[src/lidar_pkg.sv]
package lidar_pkg;

  // Data widths
  localparam int RESULT_W = 16;
  localparam int BYTE_W   = 8;

  // One TDC measurement
  typedef logic [RESULT_W-1:0] sample_t;

  // TDC SPI opcodes
  typedef enum logic [BYTE_W-1:0] {
    OP_DUMMY       = 8'h00,
    OP_READ_RESULT = 8'hB0
  } tdc_opcode_e;

  // Channel controller states
  typedef enum logic [2:0] {
    ST_IDLE,
    ST_FIRE,
    ST_WAIT_INT,
    ST_SPI_CMD,
    ST_SPI_HI,
    ST_SPI_LO,
    ST_PUSH
  } tdc_state_e;

  // Frame sequencer states
  typedef enum logic [1:0] {
    PK_SCAN,
    PK_HDR,
    PK_HI,
    PK_LO
  } pack_state_e;

  // Upper nibble of every frame header
  localparam logic [3:0] FRAME_SYNC = 4'hA;

  // Default build parameters, overridden from the top level
  localparam int DEF_N_CHANNELS = 2;
  localparam int DEF_SHOOT_DIV  = 2000;
  localparam int DEF_SPI_DIV    = 4;
  localparam int DEF_REF_DIV    = 8;
  localparam int DEF_BAUD_DIV   = 16;
  localparam int DEF_FIFO_DEPTH = 4;

endpackage

[src/ref_clk_divider.sv]
`timescale 1ns/1ps

module ref_clk_divider import lidar_pkg::*; #(
  parameter int REF_DIV = DEF_REF_DIV
) (
  input  logic clk,
  input  logic rst_n,
  output logic ref_clk
);

  // Half period in system clocks
  localparam int HALF  = REF_DIV / 2;
  localparam int CNT_W = (HALF > 1) ? $clog2(HALF) : 1;

  logic [CNT_W-1:0] cnt;

  // Toggle every HALF cycles, giving clk / REF_DIV
  always_ff @(posedge clk) begin
    if (!rst_n) begin
      cnt     <= '0;
      ref_clk <= 1'b0;
    end else if (cnt == CNT_W'(HALF - 1)) begin
      cnt     <= '0;
      ref_clk <= ~ref_clk;
    end else begin
      cnt <= cnt + 1'b1;
    end
  end

endmodule

[src/tdc_spi_master.sv]
`timescale 1ns/1ps

module tdc_spi_master import lidar_pkg::*; #(
  parameter int SPI_DIV = DEF_SPI_DIV
) (
  input  logic              clk,
  input  logic              rst_n,
  input  logic              xfer_start,
  input  logic [BYTE_W-1:0] xfer_byte,
  input  logic              hold_cs,
  input  logic              miso,
  output logic              busy,
  output logic [BYTE_W-1:0] rx_byte,
  output logic              mosi,
  output logic              sck,
  output logic              cs
);

  localparam int DIV_W = (SPI_DIV > 1) ? $clog2(SPI_DIV) : 1;
  // Two SCK edges per bit
  localparam int LAST_HALF = 2 * BYTE_W - 1;

  logic [DIV_W-1:0]  div_cnt;
  logic [3:0]        half_cnt;
  logic [BYTE_W-2:0] tx_shift;
  logic              hold_q;
  logic              load;
  logic              tick;
  logic              rise;
  logic              fall;
  logic              last;

  // Accept a byte only while idle
  assign load = xfer_start && !busy;
  // End of one SCK half period
  assign tick = busy && (div_cnt == DIV_W'(SPI_DIV - 1));
  // Mode 0, sample on rising SCK, shift on falling SCK
  assign rise = tick && !sck;
  assign fall = tick && sck;
  // Falling edge of bit 0 closes the byte
  assign last = fall && (half_cnt == 4'(LAST_HALF));

  always_ff @(posedge clk) begin
    if (!rst_n) begin
      busy     <= 1'b0;
      sck      <= 1'b0;
      cs       <= 1'b1;
      mosi     <= 1'b0;
      hold_q   <= 1'b0;
      div_cnt  <= '0;
      half_cnt <= '0;
    end else if (load) begin
      busy     <= 1'b1;
      cs       <= 1'b0;
      hold_q   <= hold_cs;
      // MSB on the line before the first rising edge
      mosi     <= xfer_byte[BYTE_W-1];
      div_cnt  <= '0;
      half_cnt <= '0;
    end else if (tick) begin
      div_cnt  <= '0;
      half_cnt <= half_cnt + 1'b1;
      sck      <= ~sck;
      if (last) begin
        busy <= 1'b0;
        // Keep CS low between bytes of one transaction
        cs   <= ~hold_q;
      end else if (fall) begin
        mosi <= tx_shift[BYTE_W-2];
      end
    end else if (busy) begin
      div_cnt <= div_cnt + 1'b1;
    end
  end

  // Shift registers, no reset needed
  always_ff @(posedge clk) begin
    // MSB goes straight to mosi, only the rest waits here
    if (load) begin
      tx_shift <= xfer_byte[BYTE_W-2:0];
    end else if (fall && !last) begin
      tx_shift <= {tx_shift[BYTE_W-3:0], 1'b0};
    end
    // Received byte stays valid once busy drops
    if (rise) begin
      rx_byte <= {rx_byte[BYTE_W-2:0], miso};
    end
  end

endmodule

[src/tdc_control.sv]
`timescale 1ns/1ps

module tdc_control import lidar_pkg::*; #(
  parameter int SHOOT_DIV  = DEF_SHOOT_DIV,
  parameter int FIFO_DEPTH = DEF_FIFO_DEPTH
) (
  input  logic              clk,
  input  logic              rst_n,
  input  logic              enable,
  input  logic              intb,
  input  logic              spi_busy,
  input  logic [BYTE_W-1:0] spi_rx_byte,
  input  logic              credit_return,
  output logic              start_signal,
  output logic              spi_start,
  output tdc_opcode_e       spi_byte,
  output logic              spi_hold_cs,
  output logic              push,
  output sample_t           push_data
);

  localparam int SHOT_W = (SHOOT_DIV > 1) ? $clog2(SHOOT_DIV) : 1;
  localparam int CRED_W = $clog2(FIFO_DEPTH + 1);

  tdc_state_e        state;
  logic [SHOT_W-1:0] shot_cnt;
  logic              shot;
  logic [CRED_W-1:0] credits;
  logic              busy_q;
  logic              spi_done;

  // Shot timer expiry, once every SHOOT_DIV cycles
  assign shot = (shot_cnt == SHOT_W'(SHOOT_DIV - 1));
  // Falling edge of SPI busy marks a finished byte
  assign spi_done = busy_q && !spi_busy;
  // Push lands the cycle after CS goes high
  assign push = (state == ST_PUSH);

  // Free running shot timer
  always_ff @(posedge clk) begin
    if (!rst_n) begin
      shot_cnt <= '0;
    end else if (shot) begin
      shot_cnt <= '0;
    end else begin
      shot_cnt <= shot_cnt + 1'b1;
    end
  end

  // Free FIFO slots, one spent per push
  always_ff @(posedge clk) begin
    if (!rst_n) begin
      credits <= CRED_W'(FIFO_DEPTH);
    end else if (push && !credit_return) begin
      credits <= credits - 1'b1;
    end else if (credit_return && !push) begin
      credits <= credits + 1'b1;
    end
  end

  // Shot, interrupt wait, three byte readout
  always_ff @(posedge clk) begin
    if (!rst_n) begin
      state        <= ST_IDLE;
      start_signal <= 1'b0;
      spi_start    <= 1'b0;
      spi_byte     <= OP_DUMMY;
      spi_hold_cs  <= 1'b0;
      busy_q       <= 1'b0;
    end else begin
      busy_q       <= spi_busy;
      start_signal <= 1'b0;
      spi_start    <= 1'b0;
      case (state)
        ST_IDLE: begin
          // Shot skipped when disabled or out of credits
          if (shot && enable && (credits != '0)) begin
            start_signal <= 1'b1;
            state        <= ST_FIRE;
          end
        end
        ST_FIRE: begin
          state <= ST_WAIT_INT;
        end
        ST_WAIT_INT: begin
          // Active low interrupt, measurement ready
          if (!intb) begin
            spi_start   <= 1'b1;
            spi_byte    <= OP_READ_RESULT;
            spi_hold_cs <= 1'b1;
            state       <= ST_SPI_CMD;
          end
        end
        ST_SPI_CMD: begin
          if (spi_done) begin
            spi_start   <= 1'b1;
            spi_byte    <= OP_DUMMY;
            spi_hold_cs <= 1'b1;
            state       <= ST_SPI_HI;
          end
        end
        ST_SPI_HI: begin
          // Last byte releases CS
          if (spi_done) begin
            spi_start   <= 1'b1;
            spi_byte    <= OP_DUMMY;
            spi_hold_cs <= 1'b0;
            state       <= ST_SPI_LO;
          end
        end
        ST_SPI_LO: begin
          if (spi_done) begin
            state <= ST_PUSH;
          end
        end
        ST_PUSH: begin
          state <= ST_IDLE;
        end
        default: begin
          state <= ST_IDLE;
        end
      endcase
    end
  end

  // Result assembly, high byte first
  always_ff @(posedge clk) begin
    if ((state == ST_SPI_HI) && spi_done) begin
      push_data[RESULT_W-1:BYTE_W] <= spi_rx_byte;
    end
    if ((state == ST_SPI_LO) && spi_done) begin
      push_data[BYTE_W-1:0] <= spi_rx_byte;
    end
  end

endmodule

[src/sample_fifo.sv]
`timescale 1ns/1ps

module sample_fifo import lidar_pkg::*; #(
  parameter int FIFO_DEPTH = DEF_FIFO_DEPTH
) (
  input  logic    clk,
  input  logic    rst_n,
  input  logic    push,
  input  sample_t push_data,
  input  logic    pop,
  output logic    not_empty,
  output sample_t head,
  output logic    credit_return
);

  localparam int AW = (FIFO_DEPTH > 1) ? $clog2(FIFO_DEPTH) : 1;
  localparam int CW = $clog2(FIFO_DEPTH + 1);

  sample_t       mem [FIFO_DEPTH];
  logic [AW-1:0] wr_ptr;
  logic [AW-1:0] rd_ptr;
  logic [CW-1:0] count;
  logic          do_pop;

  // No full flag, the writer never pushes without a credit
  assign do_pop    = pop && not_empty;
  assign not_empty = (count != '0);
  // First word fall through
  assign head      = mem[rd_ptr];

  always_ff @(posedge clk) begin
    if (push) begin
      mem[wr_ptr] <= push_data;
    end
  end

  always_ff @(posedge clk) begin
    if (!rst_n) begin
      wr_ptr        <= '0;
      rd_ptr        <= '0;
      count         <= '0;
      credit_return <= 1'b0;
    end else begin
      // One credit back per entry removed
      credit_return <= do_pop;
      if (push) begin
        wr_ptr <= (wr_ptr == AW'(FIFO_DEPTH - 1)) ? '0 : wr_ptr + 1'b1;
      end
      if (do_pop) begin
        rd_ptr <= (rd_ptr == AW'(FIFO_DEPTH - 1)) ? '0 : rd_ptr + 1'b1;
      end
      if (push && !do_pop) begin
        count <= count + 1'b1;
      end else if (do_pop && !push) begin
        count <= count - 1'b1;
      end
    end
  end

endmodule

[src/serial_packer.sv]
`timescale 1ns/1ps

module serial_packer import lidar_pkg::*; #(
  parameter int N_CHANNELS = DEF_N_CHANNELS
) (
  input  logic                    clk,
  input  logic                    rst_n,
  input  logic [N_CHANNELS-1:0]   not_empty,
  input  sample_t [N_CHANNELS-1:0] head,
  input  logic                    tx_busy,
  output logic [N_CHANNELS-1:0]   pop,
  output logic                    tx_start,
  output logic [BYTE_W-1:0]       tx_byte
);

  localparam int CH_W  = (N_CHANNELS > 1) ? $clog2(N_CHANNELS) : 1;
  // Header low nibble holds the channel index
  localparam int IDX_W = BYTE_W - 4;

  pack_state_e     state;
  logic [CH_W-1:0] ch_ptr;
  sample_t         sample_q;
  logic            grab;

  // Current channel has data while scanning
  assign grab     = (state == PK_SCAN) && not_empty[ch_ptr];
  // One byte per UART idle slot
  assign tx_start = (state != PK_SCAN) && !tx_busy;

  always_comb begin
    pop         = '0;
    pop[ch_ptr] = grab;
  end

  always_comb begin
    case (state)
      PK_HDR:  tx_byte = {FRAME_SYNC, IDX_W'(ch_ptr)};
      PK_HI:   tx_byte = sample_q[RESULT_W-1:BYTE_W];
      PK_LO:   tx_byte = sample_q[BYTE_W-1:0];
      default: tx_byte = '0;
    endcase
  end

  // Head taken on the same edge that pops it
  always_ff @(posedge clk) begin
    if (grab) begin
      sample_q <= head[ch_ptr];
    end
  end

  always_ff @(posedge clk) begin
    if (!rst_n) begin
      state  <= PK_SCAN;
      ch_ptr <= '0;
    end else begin
      case (state)
        PK_SCAN: begin
          // Empty FIFOs skipped, one channel per cycle
          if (grab) begin
            state <= PK_HDR;
          end else begin
            ch_ptr <= (ch_ptr == CH_W'(N_CHANNELS - 1)) ? '0 : ch_ptr + 1'b1;
          end
        end
        PK_HDR: begin
          if (tx_start) begin
            state <= PK_HI;
          end
        end
        PK_HI: begin
          if (tx_start) begin
            state <= PK_LO;
          end
        end
        PK_LO: begin
          // Frame done, round robin moves on
          if (tx_start) begin
            state  <= PK_SCAN;
            ch_ptr <= (ch_ptr == CH_W'(N_CHANNELS - 1)) ? '0 : ch_ptr + 1'b1;
          end
        end
        default: begin
          state <= PK_SCAN;
        end
      endcase
    end
  end

endmodule

[src/uart_tx.sv]
`timescale 1ns/1ps

module uart_tx import lidar_pkg::*; #(
  parameter int BAUD_DIV = DEF_BAUD_DIV
) (
  input  logic              clk,
  input  logic              rst_n,
  input  logic              tx_start,
  input  logic [BYTE_W-1:0] tx_byte,
  output logic              tx_busy,
  output logic              serial_out
);

  localparam int BAUD_W = (BAUD_DIV > 1) ? $clog2(BAUD_DIV) : 1;

  logic [BAUD_W-1:0] baud_cnt;
  logic [3:0]        bit_cnt;
  logic [BYTE_W-1:0] data_q;
  logic              load;
  logic              bit_end;

  assign load    = tx_start && !tx_busy;
  assign bit_end = tx_busy && (baud_cnt == BAUD_W'(BAUD_DIV - 1));

  always_ff @(posedge clk) begin
    if (load) begin
      data_q <= tx_byte;
    end
  end

  // 8N1, start bit then LSB first then stop bit
  always_ff @(posedge clk) begin
    if (!rst_n) begin
      tx_busy    <= 1'b0;
      serial_out <= 1'b1;
      baud_cnt   <= '0;
      bit_cnt    <= '0;
    end else if (load) begin
      tx_busy    <= 1'b1;
      serial_out <= 1'b0;
      baud_cnt   <= '0;
      bit_cnt    <= '0;
    end else if (bit_end) begin
      baud_cnt <= '0;
      bit_cnt  <= bit_cnt + 1'b1;
      if (bit_cnt == 4'd9) begin
        // Stop bit has run its full length
        tx_busy <= 1'b0;
      end else if (bit_cnt == 4'(BYTE_W)) begin
        serial_out <= 1'b1;
      end else begin
        serial_out <= data_q[bit_cnt[2:0]];
      end
    end else if (tx_busy) begin
      baud_cnt <= baud_cnt + 1'b1;
    end
  end

endmodule

[src/lidar_top.sv]
`timescale 1ns/1ps

module lidar_top import lidar_pkg::*; #(
  parameter int N_CHANNELS = DEF_N_CHANNELS,
  parameter int SHOOT_DIV  = DEF_SHOOT_DIV,
  parameter int SPI_DIV    = DEF_SPI_DIV,
  parameter int REF_DIV    = DEF_REF_DIV,
  parameter int BAUD_DIV   = DEF_BAUD_DIV,
  parameter int FIFO_DEPTH = DEF_FIFO_DEPTH
) (
  input  logic                  clk,
  input  logic                  rst_n,
  input  logic [N_CHANNELS-1:0] channel_enable,
  input  logic [N_CHANNELS-1:0] tdc_intb,
  input  logic [N_CHANNELS-1:0] tdc_dout,
  output logic [N_CHANNELS-1:0] tdc_mosi,
  output logic [N_CHANNELS-1:0] tdc_sck,
  output logic [N_CHANNELS-1:0] tdc_cs,
  output logic [N_CHANNELS-1:0] tdc_ref_clk,
  output logic [N_CHANNELS-1:0] start_signal,
  output logic                  serial_out
);

  // FIFO side of the packer, one slot per channel
  logic [N_CHANNELS-1:0]    fifo_not_empty;
  sample_t [N_CHANNELS-1:0] fifo_head;
  logic [N_CHANNELS-1:0]    fifo_pop;
  // Packer to UART
  logic                     tx_start;
  logic [BYTE_W-1:0]        tx_byte;
  logic                     tx_busy;

  for (genvar ch = 0; ch < N_CHANNELS; ch++) begin : g_channel
    logic              spi_start;
    tdc_opcode_e       spi_byte;
    logic              spi_hold_cs;
    logic              spi_busy;
    logic [BYTE_W-1:0] spi_rx_byte;
    logic              push;
    sample_t           push_data;
    logic              credit_return;

    tdc_control #(.SHOOT_DIV(SHOOT_DIV), .FIFO_DEPTH(FIFO_DEPTH)) tdc_control_i (
      .clk(clk),
      .rst_n(rst_n),
      .enable(channel_enable[ch]),
      .intb(tdc_intb[ch]),
      .spi_busy(spi_busy),
      .spi_rx_byte(spi_rx_byte),
      .credit_return(credit_return),
      .start_signal(start_signal[ch]),
      .spi_start(spi_start),
      .spi_byte(spi_byte),
      .spi_hold_cs(spi_hold_cs),
      .push(push),
      .push_data(push_data)
    );

    tdc_spi_master #(.SPI_DIV(SPI_DIV)) tdc_spi_master_i (
      .clk(clk),
      .rst_n(rst_n),
      .xfer_start(spi_start),
      .xfer_byte(spi_byte),
      .hold_cs(spi_hold_cs),
      .miso(tdc_dout[ch]),
      .busy(spi_busy),
      .rx_byte(spi_rx_byte),
      .mosi(tdc_mosi[ch]),
      .sck(tdc_sck[ch]),
      .cs(tdc_cs[ch])
    );

    // Reference clock runs regardless of enable
    ref_clk_divider #(.REF_DIV(REF_DIV)) ref_clk_divider_i (
      .clk(clk),
      .rst_n(rst_n),
      .ref_clk(tdc_ref_clk[ch])
    );

    sample_fifo #(.FIFO_DEPTH(FIFO_DEPTH)) sample_fifo_i (
      .clk(clk),
      .rst_n(rst_n),
      .push(push),
      .push_data(push_data),
      .pop(fifo_pop[ch]),
      .not_empty(fifo_not_empty[ch]),
      .head(fifo_head[ch]),
      .credit_return(credit_return)
    );
  end

  // Shared serial path
  serial_packer #(.N_CHANNELS(N_CHANNELS)) serial_packer_i (
    .clk(clk),
    .rst_n(rst_n),
    .not_empty(fifo_not_empty),
    .head(fifo_head),
    .tx_busy(tx_busy),
    .pop(fifo_pop),
    .tx_start(tx_start),
    .tx_byte(tx_byte)
  );

  uart_tx #(.BAUD_DIV(BAUD_DIV)) uart_tx_i (
    .clk(clk),
    .rst_n(rst_n),
    .tx_start(tx_start),
    .tx_byte(tx_byte),
    .tx_busy(tx_busy),
    .serial_out(serial_out)
  );

endmodule

[config.mk]
export PLATFORM = sky130hd
export DESIGN_NAME = lidar_top
export DESIGN_NICKNAME = d
export VERILOG_FILES = /design/src/lidar_pkg.sv /design/src/ref_clk_divider.sv /design/src/tdc_spi_master.sv /design/src/tdc_control.sv /design/src/sample_fifo.sv /design/src/serial_packer.sv /design/src/uart_tx.sv /design/src/lidar_top.sv
export SDC_FILE = /design/constraint.sdc
export NUM_CORES = 1
export LEC_CHECK = 0
export BUFFER_PORTS_ARGS = -buffer_cell sky130_fd_sc_hd__buf_2
export CELL_PAD_IN_SITES_DETAIL_PLACEMENT = 0
export CELL_PAD_IN_SITES_GLOBAL_PLACEMENT = 2
export CORE_MARGIN = 3
export CORE_UTILIZATION = 47
export CTS_BUF_LIST = sky130_fd_sc_hd__clkbuf_8
export CTS_CLUSTER_SIZE = 24
export DETAILED_ROUTE_END_ITERATION = 12
export PLACE_DENSITY_LB_ADDON = 0.1
export SYNTH_ARGS = -nofsm -noshare
export SYNTH_HDL_FRONTEND = slang
export SYNTH_SLANG_ARGS = --single-unit
[constraint.sdc]
create_clock -name clk -period 3.09 [get_ports clk]
set_input_delay 0.1545 -clock clk [delete_from_list [all_inputs] [get_ports clk]]
set_output_delay 0.1545 -clock clk [all_outputs]
set_load 0.03 [all_outputs]
Yosys cells after proc, flatten, opt, wreduce, memory -nomap -nowiden
Memories as Yosys holds them, arrays and structs flattened. A register that Yosys moved wholly into a read port is not among the register bits.
Index checks and enable logic that the tools add are counted.

storage, ports and cells
  memories = 2
  memory bits (read-only) = 0
  bits in latches = 0
  register bits after elaboration = 201
  RAM bits = 128
  output and inout port bits = 11

cells by class
  order comparisons = 3
  multiply operators = 0
  shift-type cells = 0
  bitwise gates (word level) = 10
  muxes and demuxes = 103
  equal/unequal tests = 50
  div/mod/pow operators = 0
  reductions and logical operators = 107
  $add $sub $neg = 23

memories
  memory                          words  bits a word  rd ports  clocked after memory_dff  wr ports  line               text
  g_channel[0].sample_fifo_i.mem  4      16           1         1                         1         sample_fifo.sv:19  sample_t mem [FIFO_DEPTH];
  g_channel[1].sample_fifo_i.mem  4      16           1         1                         1         sample_fifo.sv:19

operator list
  kind                                                   count
  2-to-1 mux 3 bit                                       18
  2-to-1 mux 1 bit                                       50
  logical AND 1 bit                                      37
  case mux 3 bit (6 select lines)                        2
  nonzero test 2 bit                                     18
  inequality test 2 x 1 -> 1 bit, second input constant  17
  2-to-1 mux 16 bit                                      2
  2-to-1 mux 8 bit                                       4
  case mux 8 bit (2 select lines)                        2
  2-to-1 mux 7 bit                                       4
  2-to-1 mux 2 bit                                       12
  case mux 8 bit (3 select lines)                        1
  adder 11 x 1 -> 11 bit, second input constant          2
  == test 11 bit, second input constant                  2
  == test 2 bit, second input constant                   10
  == test 4 bit, second input constant                   5
  == test 3 bit, second input constant                   6
  nonzero test 3 bit                                     6
  OR reduction 2 bit                                     9
  adder 2 x 1 -> 2 bit, second input constant            8
  adder 4 x 1 -> 4 bit, second input constant            4
  AND reduction 2 bit                                    8
  AND reduction 3 bit                                    5
  logical NOT 1 bit                                      13
  other kinds (22)                                       51

Longest topological paths before layout
  depth in word-level cells = 9
  depth in mapped cells = 11

Cells and area by module
Synthesis repeated with hierarchy kept, for this count alone.

second synthesis, totals
  cell total of the unflattened synthesis = 905
  area, all modules = 12952.4 um2

modules (own cells, without submodules)
  module                                    cells an instance  area an instance (um2)  times used
  sample_fifo                               131                2815.2                  2
  tdc_spi_master                            91                 1033.5                  2
  tdc_control (g_channel[1].tdc_control_i)  150                1602.8                  1
  tdc_control (g_channel[0].tdc_control_i)  142                1601.5                  1
  serial_packer                             82                 1041.0                  1
  uart_tx                                   71                 799.5                   1
  ref_clk_divider                           8                  105.1                   2

Worst setup path after synthesis
OpenSTA, ideal clock, no wires.

  path kind = reg2reg
  from = register serial_packer_i.state[1]
  to = register g_channel[1].sample_fifo_i.count[2]
  period minus slack after synthesis = 2.325 ns
  required time = 3.020 ns
  data arrival time = 2.255 ns
  slack = 0.765 ns
  stages on the path, launching flop included = 11
  cell sequence = dfxtp_1 > inv_1 > ha_1 > buf_2 > o311ai_2 > ha_1 > inv_1 > fa_1 > xor2_1 > or3_1 > a21oi_1

between the ends
  word-level cells in the longest chain between the ends = 7
  elaborated cells between the ends (all ways) = 9

ends and longest elaborated chain
  item                                                           line                 text
  start, declared                                                serial_packer.sv:20  pack_state_e state;
  start signal, assigned                                         serial_packer.sv:53  state <= PK_SCAN;
  start signal, assigned                                         serial_packer.sv:60  state <= PK_HDR;
  start signal, assigned                                         serial_packer.sv:67  state <= PK_HI;
  logical NOT 2 bit (*)                                          serial_packer.sv:26  assign grab = (state == PK_SCAN) && not_empty[ch_ptr];
  logical AND 1 bit (*)                                          serial_packer.sv:26
  bitwise AND 2 bit (no line) (*)                                -
  logical AND 1 bit (*)                                          sample_fifo.sv:26    assign do_pop = pop && not_empty;
  logical NOT 1 bit                                              sample_fifo.sv:52    if (push && !do_pop) begin
  logical AND 1 bit                                              sample_fifo.sv:52
  2-to-1 mux 3 bit / nonzero test 2 bit (equally long branches)  -
  end signal, assigned                                           sample_fifo.sv:53    count <= count + 1'b1;
  end signal, assigned                                           sample_fifo.sv:55    count <= count - 1'b1;
  end, declared                                                  sample_fifo.sv:22    logic [CW-1:0] count;

Mark *: on every way between the ends. The rest lies on a longest branch, timed or not.
A chain may end at the register's enable or synchronous reset.

Worst setup path after layout
  from = register serial_packer_i.state[1]
  to = register g_channel[0].sample_fifo_i.count[2]

between the ends
  word-level cells in the longest chain between the ends = 7
  elaborated cells between the ends (all ways) = 9

ends and longest elaborated chain
  item                                                           line
  logical NOT 2 bit (*)                                          serial_packer.sv:26
  logical AND 1 bit (*)                                          serial_packer.sv:26
  bitwise AND 2 bit (no line) (*)                                -
  logical AND 1 bit (*)                                          sample_fifo.sv:26
  logical NOT 1 bit                                              sample_fifo.sv:52
  logical AND 1 bit                                              sample_fifo.sv:52
  2-to-1 mux 3 bit / nonzero test 2 bit (equally long branches)  -
  end signal, assigned                                           sample_fifo.sv:53
  end signal, assigned                                           sample_fifo.sv:55
  end, declared                                                  sample_fifo.sv:22

Marked as above.

==> flow_summary.json <==
{
  "status": "finished, final reports clean",
  "final_util_pct": 53.52,
  "num_io_pins": 19,
  "htreeDepth": 2,
  "ys_ff_latch": 311,
  "placed_area_um2": 12720,
  "max_stage_delay_ns": 0.47,
  "ctsHoldBuffers": 6,
  "p_leak_uw": 0.004721,
  "cts_buffer_depth": 3,
  "grt_pass1_vias": 7014,
  "grt_overflow": 0,
  "place_worst_setup_slack_ns": 0.4003,
  "synthAdderAreaFrac_pct": 3.776,
  "fmax_mhz": 376.9,
  "area_delta_synth_final_pct": 10.32,
  "timing.slew.headroom_pct": 23.96,
  "synth_edf_count": 206,
  "wl_per_cell_um": 17.59,
  "initial_core_util_pct": 48.52,
  "port_buffers": 18,
  "nets": 941,
  "period_needed_ns": 2.653,
  "postSynthCellCount": 863,
  "finalSetupViolations": 0,
  "hp-class": "primary input to flip-flop",
  "synthMuxAreaShare_pct": 8.460,
  "fin_area_um2": 13670,
  "worst_setup_path_start_kind": "flip-flop",
  "drv_cap": 0,
  "crit_arrival_ns": 3.14,
  "fillers": 2134,
  "track_usage_pct": 15.95,
  "antenna_found_initial": 0,
  "synth_nets": 906,
  "cp_max_fo": 11,
  "cp_cell_sequence": "inv_1 -> ha_1 -> nor3b_1 -> inv_1 -> ha_1 -> inv_1 -> fa_1 -> xor2_1 -> or3_1 -> a21oi_1",
  "cts.sinks": 311,
  "fp.dieH_um": 168.4,
  "drtAntennaViolNets": 0,
  "syn_area_per_cell_um2": 14.36,
  "netlist_area_um2": 12390,
  "dr_total_vias": 6774,
  "cts_buffers": 50,
  "cts_setup_buffers": 0,
  "fp.dieArea_um2": 28350,
  "synth_compound_area_share_pct": 5.755,
  "grt_pass1_wl_um": 36290,
  "whs_ns": 0.07177,
  "path_common_cell": "inv_1",
  "worst_setup_path_end_kind": "flip-flop",
  "synth_warnings": 0,
  "clockRootBuffer": "clkbuf_8",
  "min_period_over_period_pct": 85.87,
  "cts_tree": "yes",
  "drc_errors": 0,
  "gp_congestion": 0.7512,
  "finalHoldViolCount": 0,
  "netlist-cell-type-count": 63,
  "synth_top_family_by_area": "simple AND/OR/NAND/NOR gates",
  "synth_flop_cell": "edfxtp_1",
  "rows": 58,
  "finClkSkew_ns": 0.01945,
  "irDropWorstVdd_uv": 597.8,
  "grt_start_max_net_pins": 61,
  "layout_setup_ws_ns": 0.4367,
  "diodes": 0,
  "drive_gt1_share_pct": 15.94,
  "finalWirelength_um": 22250,
  "ys_seq_area_share_pct": 66.88,
  "clkTransAtPathRegs_ns": 0.06,
  "die_width_um": 168.4,
  "hpwl_um": 14000,
  "vias_per_cell": 5.355,
  "yosys.area_share.simple_pct": 9.450,
  "worst_pin_slew_ns": 1.139,
  "drt_iter0_markers": 426,
  "cp.required_ns": 3.57,
  "ctsResizeCount": 0,
  "crit_type": "flip-flop to flip-flop",
  "first_pass_iters": 4,
  "powerDensity_nw_per_um2": 656.0,
  "crit_path_top_delay_cell": "nor3b_1",
  "synthXorXnorAreaFrac_pct": 2.686,
  "async_reset_ff_share_pct": 0,
  "report.final.slew_viol_count": 0,
  "clk-insertion-delay-late_ns": 0.57,
  "tns_ns": 0,
  "grt_setup_unrepaired": "false",
  "core_um2": 25540
}
cells in the final DEF, fill, tap and decap left out, types with 20 or more instances in the layout:
cell type	n
clkbuf_8	53
ha_1	31
edfxtp_1	206
o21ai_0	21
nor2_1	97
mux4_2	34
a21oi_1	32
dfxtp_1	105
nand2_1	23
inv_1	48
xnor2_1	20
cell type report:
cell class              count  area [µm²]  area share, %
flip-flops and latches    311        8288          60.62
multi-input cells         468        3734          27.31
clock buffers              53       729.5          5.335
well taps                 330       412.9          3.020
repair buffers             33       217.7          1.592
clock inverters            36       162.7          1.190
inverters                  34       127.6         0.9335
registers in the layout (all words and copies together), names as in the netlist, 4 cells and up, named ones only:
name and flops:
g_channel.sample_fifo_i.wr_ptr 4, g_channel.tdc_spi_master_i.half_cnt 8, g_channel.tdc_control_i.push_data 32, serial_packer_i.sample_q 16, g_channel.tdc_spi_master_i.div_cnt 4, g_channel.ref_clk_divider_i.cnt 4
uart_tx_i.bit_cnt 4, uart_tx_i.data_q 8, g_channel.sample_fifo_i.count 6, g_channel.tdc_control_i.credits 6, uart_tx_i.baud_cnt 4, g_channel.tdc_control_i.shot_cnt 22
g_channel.tdc_spi_master_i.rx_byte 16, g_channel.sample_fifo_i.mem 128, g_channel.tdc_control_i.state 6, g_channel.tdc_spi_master_i.tx_shift 6, g_channel.sample_fifo_i.rd_ptr 4
Yosys cell counts (2+ instances only):
cell type	number	area share, %
a21o_1	4	0.24
nand4_1	7	0.35
or3_1	5	0.25
fa_1	4	0.65
a211o_1	2	0.14
o21ai_1	3	0.12
or4b_4	2	0.22
dfxtp_1	105	17
nor3b_1	13	0.79
nand3b_1	8	0.48
xnor2_1	20	1.4
and2_1	14	0.71
nand2b_1	10	0.50
and3b_1	2	0.14
xor2_1	18	1.3
a21oi_1	32	1.3
buf_4	12	0.73
inv_1	34	1.0
nand4b_1	3	0.21
o211a_1	4	0.32
mux2_2	18	1.6
mux4_2	34	6.2
nand2_1	23	0.70
and3_1	7	0.35
o311ai_1	2	0.14
nor2_1	97	2.9
buf_2	7	0.28
edfxtp_1	206	50
a211oi_1	2	0.12
o31ai_1	6	0.36
ha_1	31	3.1
a221oi_1	4	0.28
nor2b_1	4	0.20
o21ai_0	21	0.85
clkbuf_2	2	0.081
nand3_1	13	0.52
clkbuf_1	25	0.76
mux2i_1	8	0.65
nor3_1	15	0.61
buf_1	4	0.12
a22oi_1	10	0.61
power by group:
group | switching (µW) | internal (µW) | total, µW | leakage [µW]
registers | 138 | 4690 | 4830 | 0.00271
logic | 559 | 436 | 995 | 0.00149
clock network | 1560 | 1590 | 3150 | 0.000520
kinds of logic after synthesis:
kind of cell	Yosys count
adder cells (fa/ha/maj)	35
multiplexers	60
XOR/XNOR	38
flip-flops	311
AND/OR/NAND/NOR	229
buffers and inverters	84
AO/OA/AOI/OAI	106
worst max-delay path, delay by kind of cell, from the launching register on:
kind | cells | cell delay, ns
adder cells (fa/ha/maj) | 3 | 0.88
XOR/XNOR | 1 | 0.07
AO/OA/AOI/OAI | 1 | 0.14
flip-flops | 1 | 0.36
buffers and inverters | 3 | 0.35
AND/OR/NAND/NOR | 2 | 0.78
routing by layer:
layer	share of wire [%]	wire length, µm	vias to the layer above	GRT usage (%)
met5	0	0	-	0
met4	1.6	352	0	4.660
met3	4.4	981	29	3.193
met2	49	10970	120	26.98
met1	45	9945	3370	21.05
li1	-	-	3255	-
path summary, 6_finish.rpt:
path,to,startpoint,cells past startpoint,slack (ns)
hold reg to reg,g_channel[0].ref_clk_divider_i.cnt[0]$_SDFF_PP0_,g_channel[0].ref_clk_divider_i.cnt[0]$_SDFF_PP0_,1,0.44
hold / removal,g_channel[0].tdc_control_i.credits[2]$_SDFFE_PN1P_,rst_n,3,0.07
setup / recovery,g_channel[0].sample_fifo_i.count[2]$_SDFFE_PN0P_,serial_packer_i.state[1]$_SDFFE_PN0P_,10,0.44
setup reg to reg,g_channel[0].sample_fifo_i.count[2]$_SDFFE_PN0P_,serial_packer_i.state[1]$_SDFFE_PN0P_,10,0.44
stage by stage:
stage          std cells  power, µW
5_1_grt             1265       9426
6_report            1265       8969
2_1_floorplan        863       5656
3_3_place_gp        1170       5869
4_1_cts             1265       9105
3_5_place_dp        1170       5916
Note: power is estimated with default switching activity, not from simulation.
